`src/design/xv_pkg.sv`:
```
// ----------------------------------------------------------------------
// shared constants, types and structs of the 640x480 video generator
// ----------------------------------------------------------------------
package xv_pkg;

    // vector types with a meaning
    typedef logic [15:0] word_t;        // register and vram data word
    typedef logic [15:0] addr_t;        // vram word address
    typedef logic [7:0]  color_t;       // palette index
    typedef logic [9:0]  hres_t;        // horizontal count
    typedef logic [9:0]  vres_t;        // vertical count
    typedef logic [5:0]  reg_num_t;     // register number
    typedef logic [3:0]  intr_t;        // interrupt lines

    // horizontal timing, visible pixels first
    localparam int H_VISIBLE = 640;
    localparam int H_FRONT   = 16;
    localparam int H_SYNC    = 96;
    localparam int H_BACK    = 48;
    localparam int H_TOTAL   = H_VISIBLE + H_FRONT + H_SYNC + H_BACK;   // 800

    // vertical timing, visible lines first
    localparam int V_VISIBLE = 480;
    localparam int V_FRONT   = 10;
    localparam int V_SYNC    = 2;
    localparam int V_BACK    = 33;
    localparam int V_TOTAL   = V_VISIBLE + V_FRONT + V_SYNC + V_BACK;   // 525

    // counter position to pixel at the outputs
    localparam int PIXEL_LATENCY = 3;

    localparam color_t BORDER_RESET   = 8'h08;     // dark grey
    localparam word_t  LINE_LEN_RESET = 16'd320;   // 640 pixels at 8 bpp

    // register numbers
    localparam reg_num_t XR_VID_CTRL     = 6'h00;
    localparam reg_num_t XR_SCANLINE     = 6'h08;
    localparam reg_num_t XR_PA_GFX_CTRL  = 6'h10;
    localparam reg_num_t XR_PA_DISP_ADDR = 6'h12;
    localparam reg_num_t XR_PA_LINE_LEN  = 6'h13;

    // playfield configuration
    typedef struct packed {
        logic   blank;          // show border only
        color_t colorbase;      // xor'd into every pixel
        addr_t  start_addr;     // first word of the frame
        word_t  line_len;       // words per line
    } pf_cfg_t;

    // raster position and events
    typedef struct packed {
        hres_t h_count;
        vres_t v_count;
        logic  h_visible;
        logic  v_visible;
        logic  end_of_line;     // last pixel of any line
        logic  end_of_frame;    // last pixel of last line
        logic  end_of_visible;  // last pixel of last visible line
    } vid_pos_t;

endpackage

```
`src/design/video_timing.sv`:
```
// ----------------------------------------------------------------------
// raster timing for 640x480, counters, sync and frame events
// sync outputs delayed to line up with the pixel pipeline
// ----------------------------------------------------------------------
`timescale 1ns/10ps

module video_timing (
    input  logic               clk,
    input  logic               reset_i,
    output xv_pkg::vid_pos_t   pos_o,
    output logic               hsync_o,
    output logic               vsync_o,
    output logic               dv_de_o,
    output logic               h_blank_o,
    output logic               v_blank_o
);

    xv_pkg::hres_t h_count;
    xv_pkg::vres_t v_count;
    logic          h_visible;
    logic          v_visible;
    logic          end_of_line;
    logic          hsync;
    logic          vsync;
    logic [4:0]    sync_now;    // hsync, vsync, de, h_blank, v_blank

    // one stage per cycle of pixel latency
    logic [xv_pkg::PIXEL_LATENCY-1:0][4:0] sync_pipe;

    assign h_visible   = h_count < xv_pkg::hres_t'(xv_pkg::H_VISIBLE);
    assign v_visible   = v_count < xv_pkg::vres_t'(xv_pkg::V_VISIBLE);
    assign end_of_line = h_count == xv_pkg::hres_t'(xv_pkg::H_TOTAL - 1);

    assign hsync = (h_count >= xv_pkg::hres_t'(xv_pkg::H_VISIBLE + xv_pkg::H_FRONT)) &&
                   (h_count <  xv_pkg::hres_t'(xv_pkg::H_VISIBLE + xv_pkg::H_FRONT +
                                               xv_pkg::H_SYNC));
    assign vsync = (v_count >= xv_pkg::vres_t'(xv_pkg::V_VISIBLE + xv_pkg::V_FRONT)) &&
                   (v_count <  xv_pkg::vres_t'(xv_pkg::V_VISIBLE + xv_pkg::V_FRONT +
                                               xv_pkg::V_SYNC));

    always_comb begin
        pos_o.h_count        = h_count;
        pos_o.v_count        = v_count;
        pos_o.h_visible      = h_visible;
        pos_o.v_visible      = v_visible;
        pos_o.end_of_line    = end_of_line;
        pos_o.end_of_frame   = end_of_line && (v_count == xv_pkg::vres_t'(xv_pkg::V_TOTAL - 1));
        pos_o.end_of_visible = end_of_line && (v_count == xv_pkg::vres_t'(xv_pkg::V_VISIBLE - 1));
    end

    always_ff @(posedge clk) begin
        if (reset_i) begin
            h_count <= '0;
            v_count <= '0;
        end else if (end_of_line) begin
            h_count <= '0;
            if (v_count == xv_pkg::vres_t'(xv_pkg::V_TOTAL - 1)) begin
                v_count <= '0;
            end else begin
                v_count <= v_count + 1'b1;
            end
        end else begin
            h_count <= h_count + 1'b1;
        end
    end

    assign sync_now = {hsync, vsync, h_visible && v_visible, !h_visible, !v_visible};

    always_ff @(posedge clk) begin
        if (reset_i) begin
            sync_pipe <= {xv_pkg::PIXEL_LATENCY{5'b00011}};    // blanked, no sync
        end else begin
            sync_pipe <= {sync_pipe[xv_pkg::PIXEL_LATENCY-2:0], sync_now};
        end
    end

    assign hsync_o   = sync_pipe[xv_pkg::PIXEL_LATENCY-1][4];
    assign vsync_o   = sync_pipe[xv_pkg::PIXEL_LATENCY-1][3];
    assign dv_de_o   = sync_pipe[xv_pkg::PIXEL_LATENCY-1][2];
    assign h_blank_o = sync_pipe[xv_pkg::PIXEL_LATENCY-1][1];
    assign v_blank_o = sync_pipe[xv_pkg::PIXEL_LATENCY-1][0];

endmodule

```
`src/design/vgen_regs.sv`:
```
// ----------------------------------------------------------------------
// video config registers, write decode, read-back and interrupt pulses
// ----------------------------------------------------------------------
`timescale 1ns/10ps

module vgen_regs (
    input  logic               clk,
    input  logic               reset_i,
    input  logic               vgen_reg_wr_en_i,
    input  xv_pkg::reg_num_t   vgen_reg_num_i,
    input  xv_pkg::word_t      vgen_reg_data_i,
    input  xv_pkg::intr_t      intr_status_i,
    input  xv_pkg::vres_t      v_count_i,
    input  logic               end_of_visible_i,
    output xv_pkg::word_t      vgen_reg_data_o,
    output xv_pkg::intr_t      intr_signal_o,
    output xv_pkg::color_t     border_color_o,
    output xv_pkg::pf_cfg_t    pf_cfg_o
);

    xv_pkg::color_t  border_color;
    xv_pkg::pf_cfg_t pf_cfg;
    xv_pkg::word_t   rd_data;

    // register writes
    always_ff @(posedge clk) begin
        if (reset_i) begin
            border_color      <= xv_pkg::BORDER_RESET;
            pf_cfg.blank      <= 1'b1;                  // playfield starts blanked
            pf_cfg.colorbase  <= '0;
            pf_cfg.start_addr <= '0;
            pf_cfg.line_len   <= xv_pkg::LINE_LEN_RESET;
        end else if (vgen_reg_wr_en_i) begin
            case (vgen_reg_num_i)
                xv_pkg::XR_VID_CTRL: begin
                    border_color <= vgen_reg_data_i[15:8];
                end
                xv_pkg::XR_PA_GFX_CTRL: begin
                    pf_cfg.colorbase <= vgen_reg_data_i[15:8];
                    pf_cfg.blank     <= vgen_reg_data_i[7];
                end
                xv_pkg::XR_PA_DISP_ADDR: begin
                    pf_cfg.start_addr <= vgen_reg_data_i;
                end
                xv_pkg::XR_PA_LINE_LEN: begin
                    pf_cfg.line_len <= vgen_reg_data_i;
                end
                default: begin
                end
            endcase
        end
    end

    // interrupt lines only ever high for one cycle
    always_ff @(posedge clk) begin
        if (reset_i) begin
            intr_signal_o <= '0;
        end else begin
            intr_signal_o <= '0;
            if (vgen_reg_wr_en_i && vgen_reg_num_i == xv_pkg::XR_VID_CTRL) begin
                intr_signal_o <= vgen_reg_data_i[3:0];     // software raised
            end
            if (end_of_visible_i) begin
                intr_signal_o[3] <= 1'b1;                 // vertical blank start
            end
        end
    end

    // read-back select
    always_comb begin
        case (vgen_reg_num_i)
            xv_pkg::XR_VID_CTRL:     rd_data = {border_color, 4'b0, intr_status_i};
            xv_pkg::XR_SCANLINE:     rd_data = xv_pkg::word_t'(v_count_i);
            xv_pkg::XR_PA_GFX_CTRL:  rd_data = {pf_cfg.colorbase, pf_cfg.blank, 7'b0};
            xv_pkg::XR_PA_DISP_ADDR: rd_data = pf_cfg.start_addr;
            xv_pkg::XR_PA_LINE_LEN:  rd_data = pf_cfg.line_len;
            default:                 rd_data = '0;
        endcase
    end

    always_ff @(posedge clk) begin
        vgen_reg_data_o <= rd_data;     // one cycle read latency
    end

    assign border_color_o = border_color;
    assign pf_cfg_o       = pf_cfg;

endmodule

```
`src/design/bitmap_playfield.sv`:
```
// ----------------------------------------------------------------------
// 8 bpp bitmap playfield, one vram word per pixel pair
// border color shown outside the visible area and while blanked
// ----------------------------------------------------------------------
`timescale 1ns/10ps

module bitmap_playfield (
    input  logic               clk,
    input  logic               reset_i,
    input  xv_pkg::vid_pos_t   pos_i,
    input  xv_pkg::pf_cfg_t    cfg_i,
    input  xv_pkg::color_t     border_color_i,
    input  xv_pkg::word_t      vram_data_i,
    output logic               vram_sel_o,
    output xv_pkg::addr_t      vram_addr_o,
    output xv_pkg::color_t     color_index_o
);

    xv_pkg::addr_t  line_addr;      // first word of current line
    logic           fetch_now;      // visible pixel of an enabled playfield
    logic           fetch_d1;
    logic           odd_d1;
    xv_pkg::word_t  pix_word;       // word of the current pixel pair
    xv_pkg::color_t pix_next;

    // line address steps once per visible line, reloads per frame
    always_ff @(posedge clk) begin
        if (reset_i) begin
            line_addr <= '0;
        end else if (pos_i.end_of_frame) begin
            line_addr <= cfg_i.start_addr;
        end else if (pos_i.end_of_line && pos_i.v_visible) begin
            line_addr <= line_addr + cfg_i.line_len;
        end
    end

    assign fetch_now   = pos_i.h_visible && pos_i.v_visible && !cfg_i.blank;
    assign vram_sel_o  = fetch_now && !pos_i.h_count[0];   // even x only
    assign vram_addr_o = line_addr + xv_pkg::addr_t'(pos_i.h_count[9:1]);

    // stage 1, read data arrives from vram
    always_ff @(posedge clk) begin
        if (reset_i) begin
            fetch_d1 <= 1'b0;
            odd_d1   <= 1'b0;
        end else begin
            fetch_d1 <= fetch_now;
            odd_d1   <= pos_i.h_count[0];
        end
    end

    // keep the word for the odd pixel that follows
    always_ff @(posedge clk) begin
        if (fetch_d1 && !odd_d1) begin
            pix_word <= vram_data_i;
        end
    end

    always_comb begin
        if (!fetch_d1) begin
            pix_next = border_color_i;
        end else if (odd_d1) begin
            pix_next = pix_word[7:0] ^ cfg_i.colorbase;       // low byte, odd x
        end else begin
            pix_next = vram_data_i[15:8] ^ cfg_i.colorbase;   // high byte first
        end
    end

    // stage 2, pixel index
    always_ff @(posedge clk) begin
        if (reset_i) begin
            color_index_o <= '0;
        end else begin
            color_index_o <= pix_next;
        end
    end

endmodule

```
`src/design/video_gen.sv`:
```
// ----------------------------------------------------------------------
// video generator top, timing, config registers and bitmap playfield
// ----------------------------------------------------------------------
`timescale 1ns/10ps

module video_gen (
    input  logic               clk,
    input  logic               reset_i,
    input  logic               vgen_reg_wr_en_i,
    input  xv_pkg::reg_num_t   vgen_reg_num_i,
    input  xv_pkg::word_t      vgen_reg_data_i,
    input  xv_pkg::intr_t      intr_status_i,
    input  xv_pkg::word_t      vram_data_i,
    output xv_pkg::word_t      vgen_reg_data_o,
    output xv_pkg::intr_t      intr_signal_o,
    output logic               vram_sel_o,
    output xv_pkg::addr_t      vram_addr_o,
    output xv_pkg::color_t     color_index_o,
    output logic               hsync_o,
    output logic               vsync_o,
    output logic               dv_de_o,
    output logic               h_blank_o,
    output logic               v_blank_o
);

    xv_pkg::vid_pos_t pos;
    xv_pkg::pf_cfg_t  pf_cfg;
    xv_pkg::color_t   border_color;
    xv_pkg::color_t   pf_color_index;

    video_timing timing_i (
        .clk       (clk),
        .reset_i   (reset_i),
        .pos_o     (pos),
        .hsync_o   (hsync_o),
        .vsync_o   (vsync_o),
        .dv_de_o   (dv_de_o),
        .h_blank_o (h_blank_o),
        .v_blank_o (v_blank_o)
    );

    vgen_regs regs_i (
        .clk              (clk),
        .reset_i          (reset_i),
        .vgen_reg_wr_en_i (vgen_reg_wr_en_i),
        .vgen_reg_num_i   (vgen_reg_num_i),
        .vgen_reg_data_i  (vgen_reg_data_i),
        .intr_status_i    (intr_status_i),
        .v_count_i        (pos.v_count),
        .end_of_visible_i (pos.end_of_visible),
        .vgen_reg_data_o  (vgen_reg_data_o),
        .intr_signal_o    (intr_signal_o),
        .border_color_o   (border_color),
        .pf_cfg_o         (pf_cfg)
    );

    bitmap_playfield pf_a_i (
        .clk            (clk),
        .reset_i        (reset_i),
        .pos_i          (pos),
        .cfg_i          (pf_cfg),
        .border_color_i (border_color),
        .vram_data_i    (vram_data_i),
        .vram_sel_o     (vram_sel_o),
        .vram_addr_o    (vram_addr_o),
        .color_index_o  (pf_color_index)
    );

    // last pixel stage toward the output
    always_ff @(posedge clk) begin
        if (reset_i) begin
            color_index_o <= '0;
        end else begin
            color_index_o <= pf_color_index;
        end
    end

endmodule

```
`config.mk`:
```
export PLATFORM = sky130hd
export DESIGN_NAME = video_gen
export DESIGN_NICKNAME = d
export VERILOG_FILES = /design/src/design/xv_pkg.sv /design/src/design/video_timing.sv /design/src/design/vgen_regs.sv /design/src/design/bitmap_playfield.sv /design/src/design/video_gen.sv
export SDC_FILE = /design/constraint.sdc
export NUM_CORES = 1
export LEC_CHECK = 0
export ABC_AREA = 1
export BUFFER_PORTS_ARGS = -buffer_cell sky130_fd_sc_hd__buf_2
export CAP_MARGIN = 5
export CORE_UTILIZATION = 55
export DETAILED_ROUTE_END_ITERATION = 6
export PLACE_DENSITY = 0.77
export SLEW_MARGIN = 20
export SYNTH_ARGS = -nofsm -noshare
export SYNTH_HDL_FRONTEND = slang
export SYNTH_SLANG_ARGS = --single-unit
```
`constraint.sdc`:
```
create_clock -name clk -period 2.9 [get_ports clk]
set_input_delay 0.29 -clock clk [delete_from_list [all_inputs] [get_ports clk]]
set_output_delay 0.29 -clock clk [all_outputs]
set_load 0.02 [all_outputs]
```
* Yosys cells after proc, flatten, opt, wreduce, memory -nomap -nowiden
Index checks and enable logic that the tools add are counted.
** Storage, ports and cells
- Flip-flop bits (word level) :: 146
- Output and inout port bits :: 50
- Input port bits :: 45
- Logic and storage cells :: 70
** Operators by class
- Muxes and demuxes :: 8
- Bitwise logic cells :: 3
- Add/subtract/negate cells :: 4
- Reductions and logical operators :: 23
- Eq/ne operators :: 7
- Magnitude comparators :: 6
** Operator list (count)
- case mux 16 bit (5 select lines) :: 1
- two-way mux 16 bit :: 2
- adder 10 x 1 -> 10 bit, second input constant :: 2
- == test 10 bit, second input constant :: 2
- < comparator 10 bit, second input constant :: 2
- < comparator 10 x 9 -> 1 bit, second input constant :: 2
- == test 6 x 5 -> 1 bit, second input constant :: 3
- adder 16 bit :: 1
- adder 16 x 9 -> 16 bit :: 1
- two-way mux 8 bit :: 2
- bitwise XOR 8 bit :: 2
- == test 10 x 9 -> 1 bit, second input constant :: 1
- >= comparator 10 bit, second input constant :: 1
- >= comparator 10 x 9 -> 1 bit, second input constant :: 1
- logical AND 1 bit :: 10
- two-way mux 10 bit :: 1
- AND reduction 2 bit :: 4
- == test 6 x 4 -> 1 bit, second input constant :: 1
- zero test 6 bit :: 1
- zero test 1 bit :: 5
- two-way mux 4 bit :: 1
- OR reduction 2 bit :: 2
- nonzero test 2 bit :: 1
- two-way mux 1 bit :: 1
- NOT 1 bit :: 1

* Depth between registers and ports, before layout
Gate-level depths: netlist of the first run.
- Depth after elaboration :: 4
- Depth in mapped cells :: 12
- Gate-level depth less buffers :: 12

* Hierarchy
From an unflattened synthesis of the first run, not the netlist that was laid out.
** Second synthesis, totals
- Cells, all modules :: 1131
- Area, all modules :: 7752.4 um^2
** Modules (own cells, without submodules)
- vgen_regs :: sequential area each 1381.3 um^2, times used 1, area an instance 3060.4 um^2, cells an instance 456
- bitmap_playfield :: sequential area each 760.7 um^2, times used 1, area an instance 2857.7 um^2, cells an instance 422
- video_timing :: sequential area each 700.7 um^2, times used 1, area an instance 1602.8 um^2, cells an instance 228
- video_gen :: sequential area each 160.2 um^2, times used 1, area an instance 231.5 um^2, cells an instance 25

* Least setup slack after synthesis of the first run
No wires, ideal clock.
- Path kind :: register to output
- From :: register timing_i.h_count[7]
- To :: output vram_addr_o[13]
- Stages on the path, launching flop included :: 8
- Slack :: 886 ps
- Data required time :: 2610 ps
- Arrival :: 1724 ps
- Path buffers :: 0
- Cells stage by stage :: dfxtp_1 -> ha_1 -> nand2_1 -> o21ai_0 -> a21oi_1 -> o21ai_0 -> nand2_1 -> xnor2_1
** On the way
- Word-level cells in the longest chain between the ends :: 1
** RTL lines
- start: declaration :: line video_timing.sv:18 : xv_pkg::hres_t h_count;
- start signal: assignment :: line video_timing.sv:63 : h_count <= h_count + 1'b1;
- adder 16 x 9 -> 16 bit :: line bitmap_playfield.sv:39 : assign vram_addr_o = line_addr + xv_pkg::addr_t'(pos_i.h_count[9:1]);
- end: declaration :: line video_gen.sv:17 : output xv_pkg::addr_t vram_addr_o,
No other way between the ends.

* Final worst setup path of the first run
- From :: register timing_i.h_count[4]
- To :: output vram_addr_o[14]
Same word-level chain as after synthesis.

==> impl_metrics.csv, run 1 <==
group,metric,value,unit
yosys,ys_types,44,
timing,maxSlewViolCount,0,
timing,period_needed,2647,ps
die,die_y,114.6,µm
routing,dr.pass1.iters,6,
routing,ant_nets,0,
run_status,status,"finished clean",
clock_tree,cts_buffers,17,
worst_setup_path,arrival,2360,ps
final_layout,antennaDiodeCount,0,
power_and_ir_drop,power.density,530.6,nW/µm²
placed_design,place.gp.congestion,0.9615,
clock_tree,clk_latency,430,ps
timing,worstMarginPinSlew,790.3,ps
die,initial_core_util,57.34,%
worst_setup_path,crit_required,2610,ps
final_layout,most-common-layout-cells,"168 x nand2_1, 158 x nor2_1, 138 x dfxtp_1, 119 x inv_1, 94 x buf_2",
global_route,grt_pass1_wl,30.45,mm
yosys,synth_enable_flop_cells,8,
yosys,synth_seq_area_share,43.06,%
timing,hold_violations,0,
yosys,synthAdderAreaFrac,5.598,%
timing,setup-tns-final,0,ps
timing,setup_viol,0,
yosys,synth_seq_cells,146,
global_route,first_global_vias,5974,
placed_design,dp_slack,642.8,ps
worst_setup_path,start_kind,"register",
power_and_ir_drop,vdd_ir_drop_max,0.0005121,V
routing,drt_drc_violations_left,0,
placed_design,port_buffers,94,
timing,rsz0062_at_grt,"false",
yosys,muxShareOfSynthArea,1.148,%
yosys,syn_area,6973,µm²
routing,post_drt_via_cell_ratio,5.366,
placed_design,hpwlAfterDp,14.03,mm
clock_tree,cts.reportedPaths.clkPinSlew,60,ps
yosys,synth-xor-area-share,4.145,%
run,drv_cap,0,
timing,finalCritPeriodShare,91.26,%
clock_tree,cts_max_path_buffers,2,
power_and_ir_drop,p_leak,0.003959,µW
yosys,synth_compound_gate_area_share,12.79,%
timing,hold_ws,42.63,ps
die,core_area,12160,µm²
routing,wl_per_cell,15.76,µm
global_route,grt_max_degree,41,
timing,final.setup_skew,8.646,ps
routing,vias,6503,
yosys,synth_flop_cell,"dfxtp_1",
routing,first_iter_violations,490,
clock_tree,cts_setup_buffers,0,
final_layout,final_net_count,1106,
yosys,synth_fp_nets,1011,
global_route,antenna_found_initial,0,
worst_setup_path,cp_max_fo,7,
die,die_area,13130,µm²
power_and_ir_drop,p_total,4334,µW
timing,setup_slack,253.4,ps
worst_setup_path,worst_setup_path_end_kind,"primary output",
clock_tree,cts_tree,"yes",
final_layout,layout_commonest_cell,"nand2_1",
yosys,yosys_warnings,0,
clock_tree,clockRootBuffer,"clkbuf_16",
timing,timing.slew.headroom,47.12,%
global_route,grt_overflow,0,
clock_tree,cts.sinks,146,
final_layout,multi_input_area,3398,µm²
yosys,synth-simple-area-share,25.05,%
die,ios,95,
yosys,synth_top_family_by_area,"simple AND/OR/NAND/NOR gates",
timing,fmax,0.3779,GHz
worst_setup_path,criticalPathCategory,"reg -> out",
final_layout,syn2layout_area_growth,17.15,%
yosys,syn_avg_cell_area,7.450,µm²
yosys,syn_inst,936,
final_layout,regArea,3003,µm²
die,fp.dieW,114.6,µm
final_layout,fillers,1052,
global_route,grtUsageTotal,30.51,%
clock_tree,h-tree-depth,4,
routing,wirelength,19.10,mm
hold_path,worst_hold_path_type,"in -> reg",
final_layout,drive_gt1_share,14.56,%
die,num_rows,40,
yosys,async_reset_ff_share,0,%
[sequential cells by signal, summed over array words and instances, names as in the netlist, 4 cells and up]
name                    count
color_index_o               8
pf_a_i.color_index_o        8
pf_a_i.line_addr           16
pf_a_i.pix_word             8
regs_i.border_color_o       8
regs_i.intr_signal_o        4
regs_i.pf_cfg_o            41
regs_i.vgen_reg_data_o     16
timing_i.h_count           10
timing_i.sync_pipe         10
timing_i.v_count           10
[cell usage after synthesis (9+ instances only)]
master | n | area (µm²)
o221ai_1 | 10 | 87.58
a21oi_1 | 55 | 275.3
nand4_1 | 9 | 56.30
nand2_1 | 168 | 630.6
ha_1 | 28 | 350.3
dfxtp_1 | 138 | 2763
inv_1 | 119 | 446.7
xor2_1 | 19 | 166.4
nor2_1 | 158 | 593.1
nand3_1 | 44 | 220.2
xnor2_1 | 14 | 122.6
a22oi_1 | 10 | 75.07
clkbuf_1 | 21 | 78.83
o21ai_0 | 74 | 370.4
[worst paths after layout]
kind | start | endpoint | slack [ps] | depth (start not counted)
setup / recovery | timing_i.h_count[4] | vram_addr_o[14] | 250 | 8
hold reg to reg | timing_i.sync_pipe[4] | timing_i.sync_pipe[9] | 400 | 2
hold / removal | vram_data_i[1] | pf_a_i.pix_word[1] | 40 | 1
setup reg to reg | timing_i.h_count[0] | pf_a_i.line_addr[1] | 640 | 8
[layer usage]
metal  wire [µm]  GRT usage (%)  vias up  share of wire (%)
met5           0              0        -                  0
met4         615          13.33        0                3.2
met3        1521          6.035       44                8.0
met2        8458          46.14      294                 44
met1        8510          42.25     2939                 45
li1            -              -     3226                  -
[cell families (layout without fill, tap and decap cells)]
kind of cell    after synthesis  count (layout)
compound gates              160             160
xor+xnor                     33              33
fa+ha+maj                    30              30
buf+inv                     148             256
flops                       146             146
mux                           8               8
simple gates                411             411
[final cells by class]
cell class | count | area share [%]
clock buffers | 19 | 5.422
well taps | 168 | 2.573
flip-flops and latches | 146 | 36.76
inverters | 122 | 5.636
repair buffers | 102 | 6.494
multi-input cells | 642 | 41.60
clock inverters | 13 | 1.516
[per-stage QoR]
| step | util, % | std cells | area, µm² |
|---|---|---|---|
| CTS | 67.17 | 1212 | 8169 |
| global route | 67.17 | 1212 | 8169 |
| global placement | 62.51 | 1180 | 7602 |
| finish | 67.17 | 1212 | 8169 |
| detailed placement | 62.51 | 1180 | 7602 |
| floorplan | - | 936 | 6973 |
[timing repair]
item,4_1_cts,5_1_grt
resized for setup,0,1
hold buffers,0,0
endpoints found under the hold margin,0,0
setup endpoints to repair,0,1
[where the power goes]
group | internal (µW) | leakage [µW] | total [µW] | switching, µW
combinational | 58.4 | 0.00249 | 158 | 99.3
sequential | 2040 | 0.00119 | 2060 | 15.6
clock | 1220 | 0.000285 | 2120 | 899
[critical path, cell delays in order, from the launching register on]
cell and delay, ps:
dfxtp_1 390, ha_1 390, a21oi_1 100, o21ai_0 230
nand2_1 80, nand3_1 250, nand4_1 150, xnor2_1 160
buf_2 180
Power figures use the tool's default switching activity.
==> inputs of run 2 (changes only) <==
--- a/config.mk
+++ b/config.mk
@@ -9,8 +9,10 @@
 export BUFFER_PORTS_ARGS = -buffer_cell sky130_fd_sc_hd__buf_2
 export CAP_MARGIN = 5
 export CORE_UTILIZATION = 55
+export CTS_CLUSTER_DIAMETER = 40
 export DETAILED_ROUTE_END_ITERATION = 6
 export PLACE_DENSITY = 0.77
+export RECOVER_POWER = 100
 export SLEW_MARGIN = 20
 export SYNTH_ARGS = -nofsm -noshare
 export SYNTH_HDL_FRONTEND = slang
==> impl_metrics.csv, run 2 (synthesis gave the netlist of run 1 again) <==
group,metric,value,unit
run_status,status,"finished with violations",
run_status,violations,"max-capacitance violations, max-slew violations",
clock_tree,cts_max_path_buffers,2,
die,initial_core_util,57.34,%
timing,setup_viol,0,
power_and_ir_drop,vdd_ir_drop_max,0.0005073,V
die,die_area,13130,µm²
power_and_ir_drop,p_total,4324,µW
final_layout,largest_reg_flops,41,
timing,setup-tns-final,0,ps
timing,final.setup_skew,8.123,ps
die,fp.dieW,114.6,µm
power_and_ir_drop,swShare,23.29,%
die,core_area,12160,µm²
clock_tree,cts.reportedPaths.clkPinSlew,60,ps
power_and_ir_drop,p_int,3317,µW
final_layout,drive_gt1_share,8.525,%
clock_tree,cts_tree,"yes",
placed_design,place.gp.congestion,0.9615,
routing,first_iter_violations,535,
routing,ant_nets,0,
final_layout,layout_commonest_cell,"nand2_1",
clock_tree,cts.sinks,146,
die,ios,95,
timing,period_needed,2684,ps
clock_tree,h-tree-depth,4,
worst_setup_path,cp_max_fo,25,
clock_tree,clk_latency,420,ps
worst_setup_path,start_kind,"register",
final_layout,antennaDiodeCount,0,
power_and_ir_drop,p_switching,1007,µW
global_route,grt_overflow,0,
hold_path,worst_hold_path_type,"in -> reg",
power_and_ir_drop,power.density,537.4,nW/µm²
power_and_ir_drop,combPwrFrac,3.5,%
placed_design,hpwlAfterDp,14.03,mm
global_route,grt_max_degree,41,
placed_design,port_buffers,94,
timing,hold_violations,0,
timing,timing.slew.headroom,-37.70,%
die,die_y,114.6,µm
worst_setup_path,criticalPathCategory,"reg -> reg",
global_route,first_global_vias,5974,
final_layout,most-common-layout-cells,"169 x nand2_1, 160 x nor2_1, 138 x dfxtp_1, 119 x inv_1, 74 x o21ai_0",
global_route,antenna_found_initial,0,
clock_tree,cts_buffers,17,
routing,vias,6445,
final_layout,syn2layout_area_growth,15.40,%
power_and_ir_drop,p_leak,0.003715,µW
final_layout,fin_util,66.16,%
timing,rsz0062_at_grt,"false",
worst_setup_path,worst_setup_path_end_kind,"register",
routing,dr.pass1.iters,5,
run,drv_cap,1,
routing,wl_per_cell,15.64,µm
timing,worstMarginPinSlew,2066,ps
global_route,grt_pass1_wl,30.45,mm
timing,finalCritPeriodShare,92.55,%
routing,wirelength,18.95,mm
worst_setup_path,crit_required,3130,ps
routing,drt_drc_violations_left,0,
die,num_rows,40,
final_layout,final_net_count,1106,
routing,post_drt_via_cell_ratio,5.318,
worst_setup_path,arrival,2910,ps
clock_tree,clockRootBuffer,"clkbuf_16",
global_route,grtUsageTotal,30.51,%
timing,fmax,0.3726,GHz
power_and_ir_drop,p_seq_share,47.6,%
power_and_ir_drop,p_clk_share,48.9,%
timing,maxSlewViolCount,41,
clock_tree,cts_setup_buffers,0,
==> run 2: changes by cell type in the layout (fill, tap and decap cells not counted), moves of 2 or more <==
| cell | change |
|---|---|
| buf_2 | -53 |
| nor2_1 | +2 |
| clkbuf_2 | +2 |
| buf_4 | -6 |
| nor2_2 | -2 |
| clkbuf_1 | +57 |
==> run 2: final cells by class <==
type / instances / area (µm²)
repair buffers: 102 / 444.2
clock buffers: 19 / 442.9
clock inverters: 13 / 123.9
multi-input cells: 642 / 3362
flip-flops and latches: 146 / 3003
inverters: 122 / 460.4
well taps: 168 / 210.2
fillers: 1090 / 4115
==> run 2: metrics by stage <==
stage	hold WS (ps)	area (µm²)	worst slack [ps]	cells
final	42.73	8046	216.2	1212
after global routing	31.36	8046	26.29	1212
after CTS	33.41	8169	178.8	1212
after detailed placement	395.0	7602	642.8	1180
after global placement	391.1	7602	661.1	1180
after floorplan	388.3	6973	885.6	936
==> run 2: power by group through the flow <==
stage	logic [µW]	registers, µW	clock network (µW)
detailed placement	154	2100	0
floorplan	82.4	2100	0
global placement	151	2100	0
global route	167	2060	2220
CTS	157	2060	2130
finish	153	2060	2110
==> run 2: critical path: stages (launching register included) <==
cell and delay [ps]:
dfxtp_1 410, ha_1 220, nand3_1 280, nor3_4 510, nand2_4 270, nand2_1 350
inv_4 160, a21oi_1 220, nor2_1 60
==> run 2: metal layers <==
layer / share of wire [%] / global-route usage (%)
met1: 45 / 42.25
met2: 44 / 46.14
met3: 7.4 / 6.035
met4: 3.2 / 13.33
met5: 0 / 0
==> run 2: worst paths after layout <==
| path | slack, ps | to | depth (start not counted) | from |
|---|---|---|---|---|
| setup / recovery | 220 | pf_a_i.line_addr[1] | 8 | timing_i.h_count[0] |
| hold / removal | 40 | pf_a_i.pix_word[1] | 1 | vram_data_i[1] |
| setup reg to reg | 220 | pf_a_i.line_addr[1] | 8 | timing_i.h_count[0] |
| hold reg to reg | 400 | timing_i.hsync_o | 2 | timing_i.sync_pipe[9] |
==> run 2: what timing repair did <==
action	in CTS	in global routing
hold buffers	0	0
endpoints found under the setup margin	0	1
resized for setup	0	1
==> inputs of run 3 (changes only) <==
--- a/config.mk
+++ b/config.mk
@@ -11,9 +11,12 @@
 export CORE_UTILIZATION = 55
 export CTS_CLUSTER_DIAMETER = 40
 export DETAILED_ROUTE_END_ITERATION = 6
+export GPL_ROUTABILITY_DRIVEN = 0
+export MAX_ROUTING_LAYER = met4
 export PLACE_DENSITY = 0.77
 export RECOVER_POWER = 100
 export SLEW_MARGIN = 20
 export SYNTH_ARGS = -nofsm -noshare
 export SYNTH_HDL_FRONTEND = slang
 export SYNTH_SLANG_ARGS = --single-unit
+export TNS_END_PERCENT = 50
==> impl_metrics.csv, run 3 (synthesis gave the netlist of run 1 again) <==
group,metric,value,unit
worst_setup_path,cp_num_cells,8,
final_layout,antennaDiodeCount,0,
run_status,status,"finished with violations",
worst_setup_path,critPathBufInv,1,
die,fp.dieW,114.6,µm
timing,finalCritPeriodShare,94.11,%
power_and_ir_drop,p_switching,1002,µW
die,initial_core_util,57.34,%
clock_tree,cts.sinks,146,
timing,timing.slew.headroom,-38.50,%
timing,setup_viol,0,
worst_setup_path,criticalPathCategory,"reg -> out",
die,die_y,114.6,µm
timing,period_needed,2729,ps
global_route,grt_max_degree,42,
placed_design,place_area,7610,µm²
global_route,grt_pass1_wl,29.62,mm
power_and_ir_drop,power.density,525.8,nW/µm²
worst_setup_path,rr_worst_depth,9,
worst_setup_path,arrival,2440,ps
global_route,antenna_found_initial,0,
clock_tree,ctsHoldBuffers,0,
timing,rsz0062_at_grt,"false",
worst_setup_path,start_kind,"register",
power_and_ir_drop,combPwrFrac,3.6,%
timing,final.setup_skew,7.899,ps
timing,fmax,0.3664,GHz
final_layout,drive_gt1_share,8.900,%
timing,setup-tns-final,0,ps
power_and_ir_drop,p_clk_share,47.8,%
power_and_ir_drop,p_int,3227,µW
power_and_ir_drop,vdd_ir_drop_max,0.0004512,V
clock_tree,clk_latency,430,ps
hold_path,worst_hold_path_type,"in -> reg",
clock_tree,cts_max_path_buffers,2,
worst_setup_path,crit_family,"simple AND/OR/NAND/NOR gates",
global_route,grtUsageTotal,30.49,%
power_and_ir_drop,swShare,23.69,%
worst_setup_path,cpMaxStageDelayCell,"ha_1",
worst_setup_path,cp_max_fo,7,
routing,wl_per_cell,15.33,µm
run_status,violations,"max-capacitance violations, max-slew violations",
clock_tree,cts_buffers,17,
worst_setup_path,worst_setup_path_end_kind,"primary output",
final_layout,fin_area,8043,µm²
final_layout,most-common-layout-cells,"169 x nand2_1, 160 x nor2_1, 138 x dfxtp_1, 119 x inv_1, 74 x o21ai_0",
timing,hold_violations,0,
power_and_ir_drop,p_leak,0.003709,µW
clock_tree,clockRootBuffer,"clkbuf_16",
die,num_rows,40,
clock_tree,h-tree-depth,4,
final_layout,syn2layout_area_growth,15.34,%
clock_tree,cts.reportedPaths.clkPinSlew,70,ps
routing,post_drt_via_cell_ratio,5.358,
timing,maxSlewViolCount,41,
placed_design,port_buffers,94,
run,drv_cap,1,
routing,dr.pass1.iters,5,
worst_setup_path,critPathMaxStageDelay,400,ps
routing,drt_drc_violations_left,0,
die,die_area,13130,µm²
final_layout,layout_commonest_cell,"nand2_1",
power_and_ir_drop,p_seq_share,48.6,%
final_layout,final_net_count,1107,
die,ios,95,
routing,ant_nets,0,
worst_setup_path,path_cells,"ha_1 > a21oi_1 > o21ai_0 > nand2_1 > nand3_1 > nand4_1 > xnor2_1 > clkbuf_1",
global_route,first_global_vias,5884,
clock_tree,cts_tree,"yes",
timing,worstMarginPinSlew,2077,ps
worst_setup_path,crit_required,2610,ps
die,core_area,12160,µm²
final_layout,largest_reg_flops,41,
hold_path,hold_path_depth,1,
routing,first_iter_violations,506,
global_route,grt_overflow,0,
routing,wirelength,18.60,mm
routing,vias,6499,
placed_design,hpwlAfterDp,13.68,mm
## run 3: final cells by class
| type | count | area [µm²] |
|---|---|---|
| Fill cell | 1078 | 4119 |
| Timing Repair Buffer | 103 | 460.4 |
| Clock inverter | 12 | 95.09 |
| Tap cell | 168 | 210.2 |
| Clock buffer | 20 | 446.7 |
| Multi-Input combinational cell | 642 | 3367 |
| Sequential cell | 146 | 3003 |
| Inverter | 122 | 460.4 |
## run 3: what timing repair did
action	4_1_cts	5_1_grt
endpoints found under the hold margin	0	0
setup buffers	0	0
gates resized for setup	0	1
setup endpoints to repair	0	1
## run 3: power by group through the flow
stage | combinational (µW) | clock [µW] | sequential [µW]
floorplan | 82.4 | 0 | 2100
global placement | 152 | 0 | 2100
detailed placement | 153 | 0 | 2100
CTS | 155 | 2020 | 2060
global route | 168 | 2120 | 2060
finish | 152 | 2020 | 2060
## run 3: path summary, 6_finish.rpt
| path | startpoint | end | slack [ps] |
|---|---|---|---|
| max | timing_i.h_count[4] | vram_addr_o[14] | 170 |
| min | vram_data_i[1] | pf_a_i.pix_word[1] | 40 |
| max reg2reg | timing_i.h_count[0] | pf_a_i.line_addr[11] | 420 |
| min reg2reg | pf_a_i.color_index_o[6] | color_index_o[6] | 400 |
## run 3: routing by layer
layer / vias up / global-route usage (%) / part of all wire, %
li1: 3220 / - / -
met1: 2968 / 40.35 / 45
met2: 281 / 46.42 / 45
met3: 30 / 5.876 / 7.7
met4: 0 / 11.08 / 2.3
met5: - / - / 0
## run 3: stage by stage
stage | hold WS (ps) | utilization [%] | std cells | setup slack, ps | power [µW]
final | 35.13 | 66.13 | 1213 | 170.7 | 4229
after global routing | 27.14 | 66.13 | 1213 | 52.16 | 4349
after CTS | 32.28 | 67.03 | 1213 | 140.9 | 4236
after detailed placement | 393.7 | 62.57 | 1181 | 621.6 | 2255
after global placement | 389.2 | 62.57 | 1181 | 675.5 | 2253
after floorplan | 388.3 | - | 936 | 885.6 | 2183
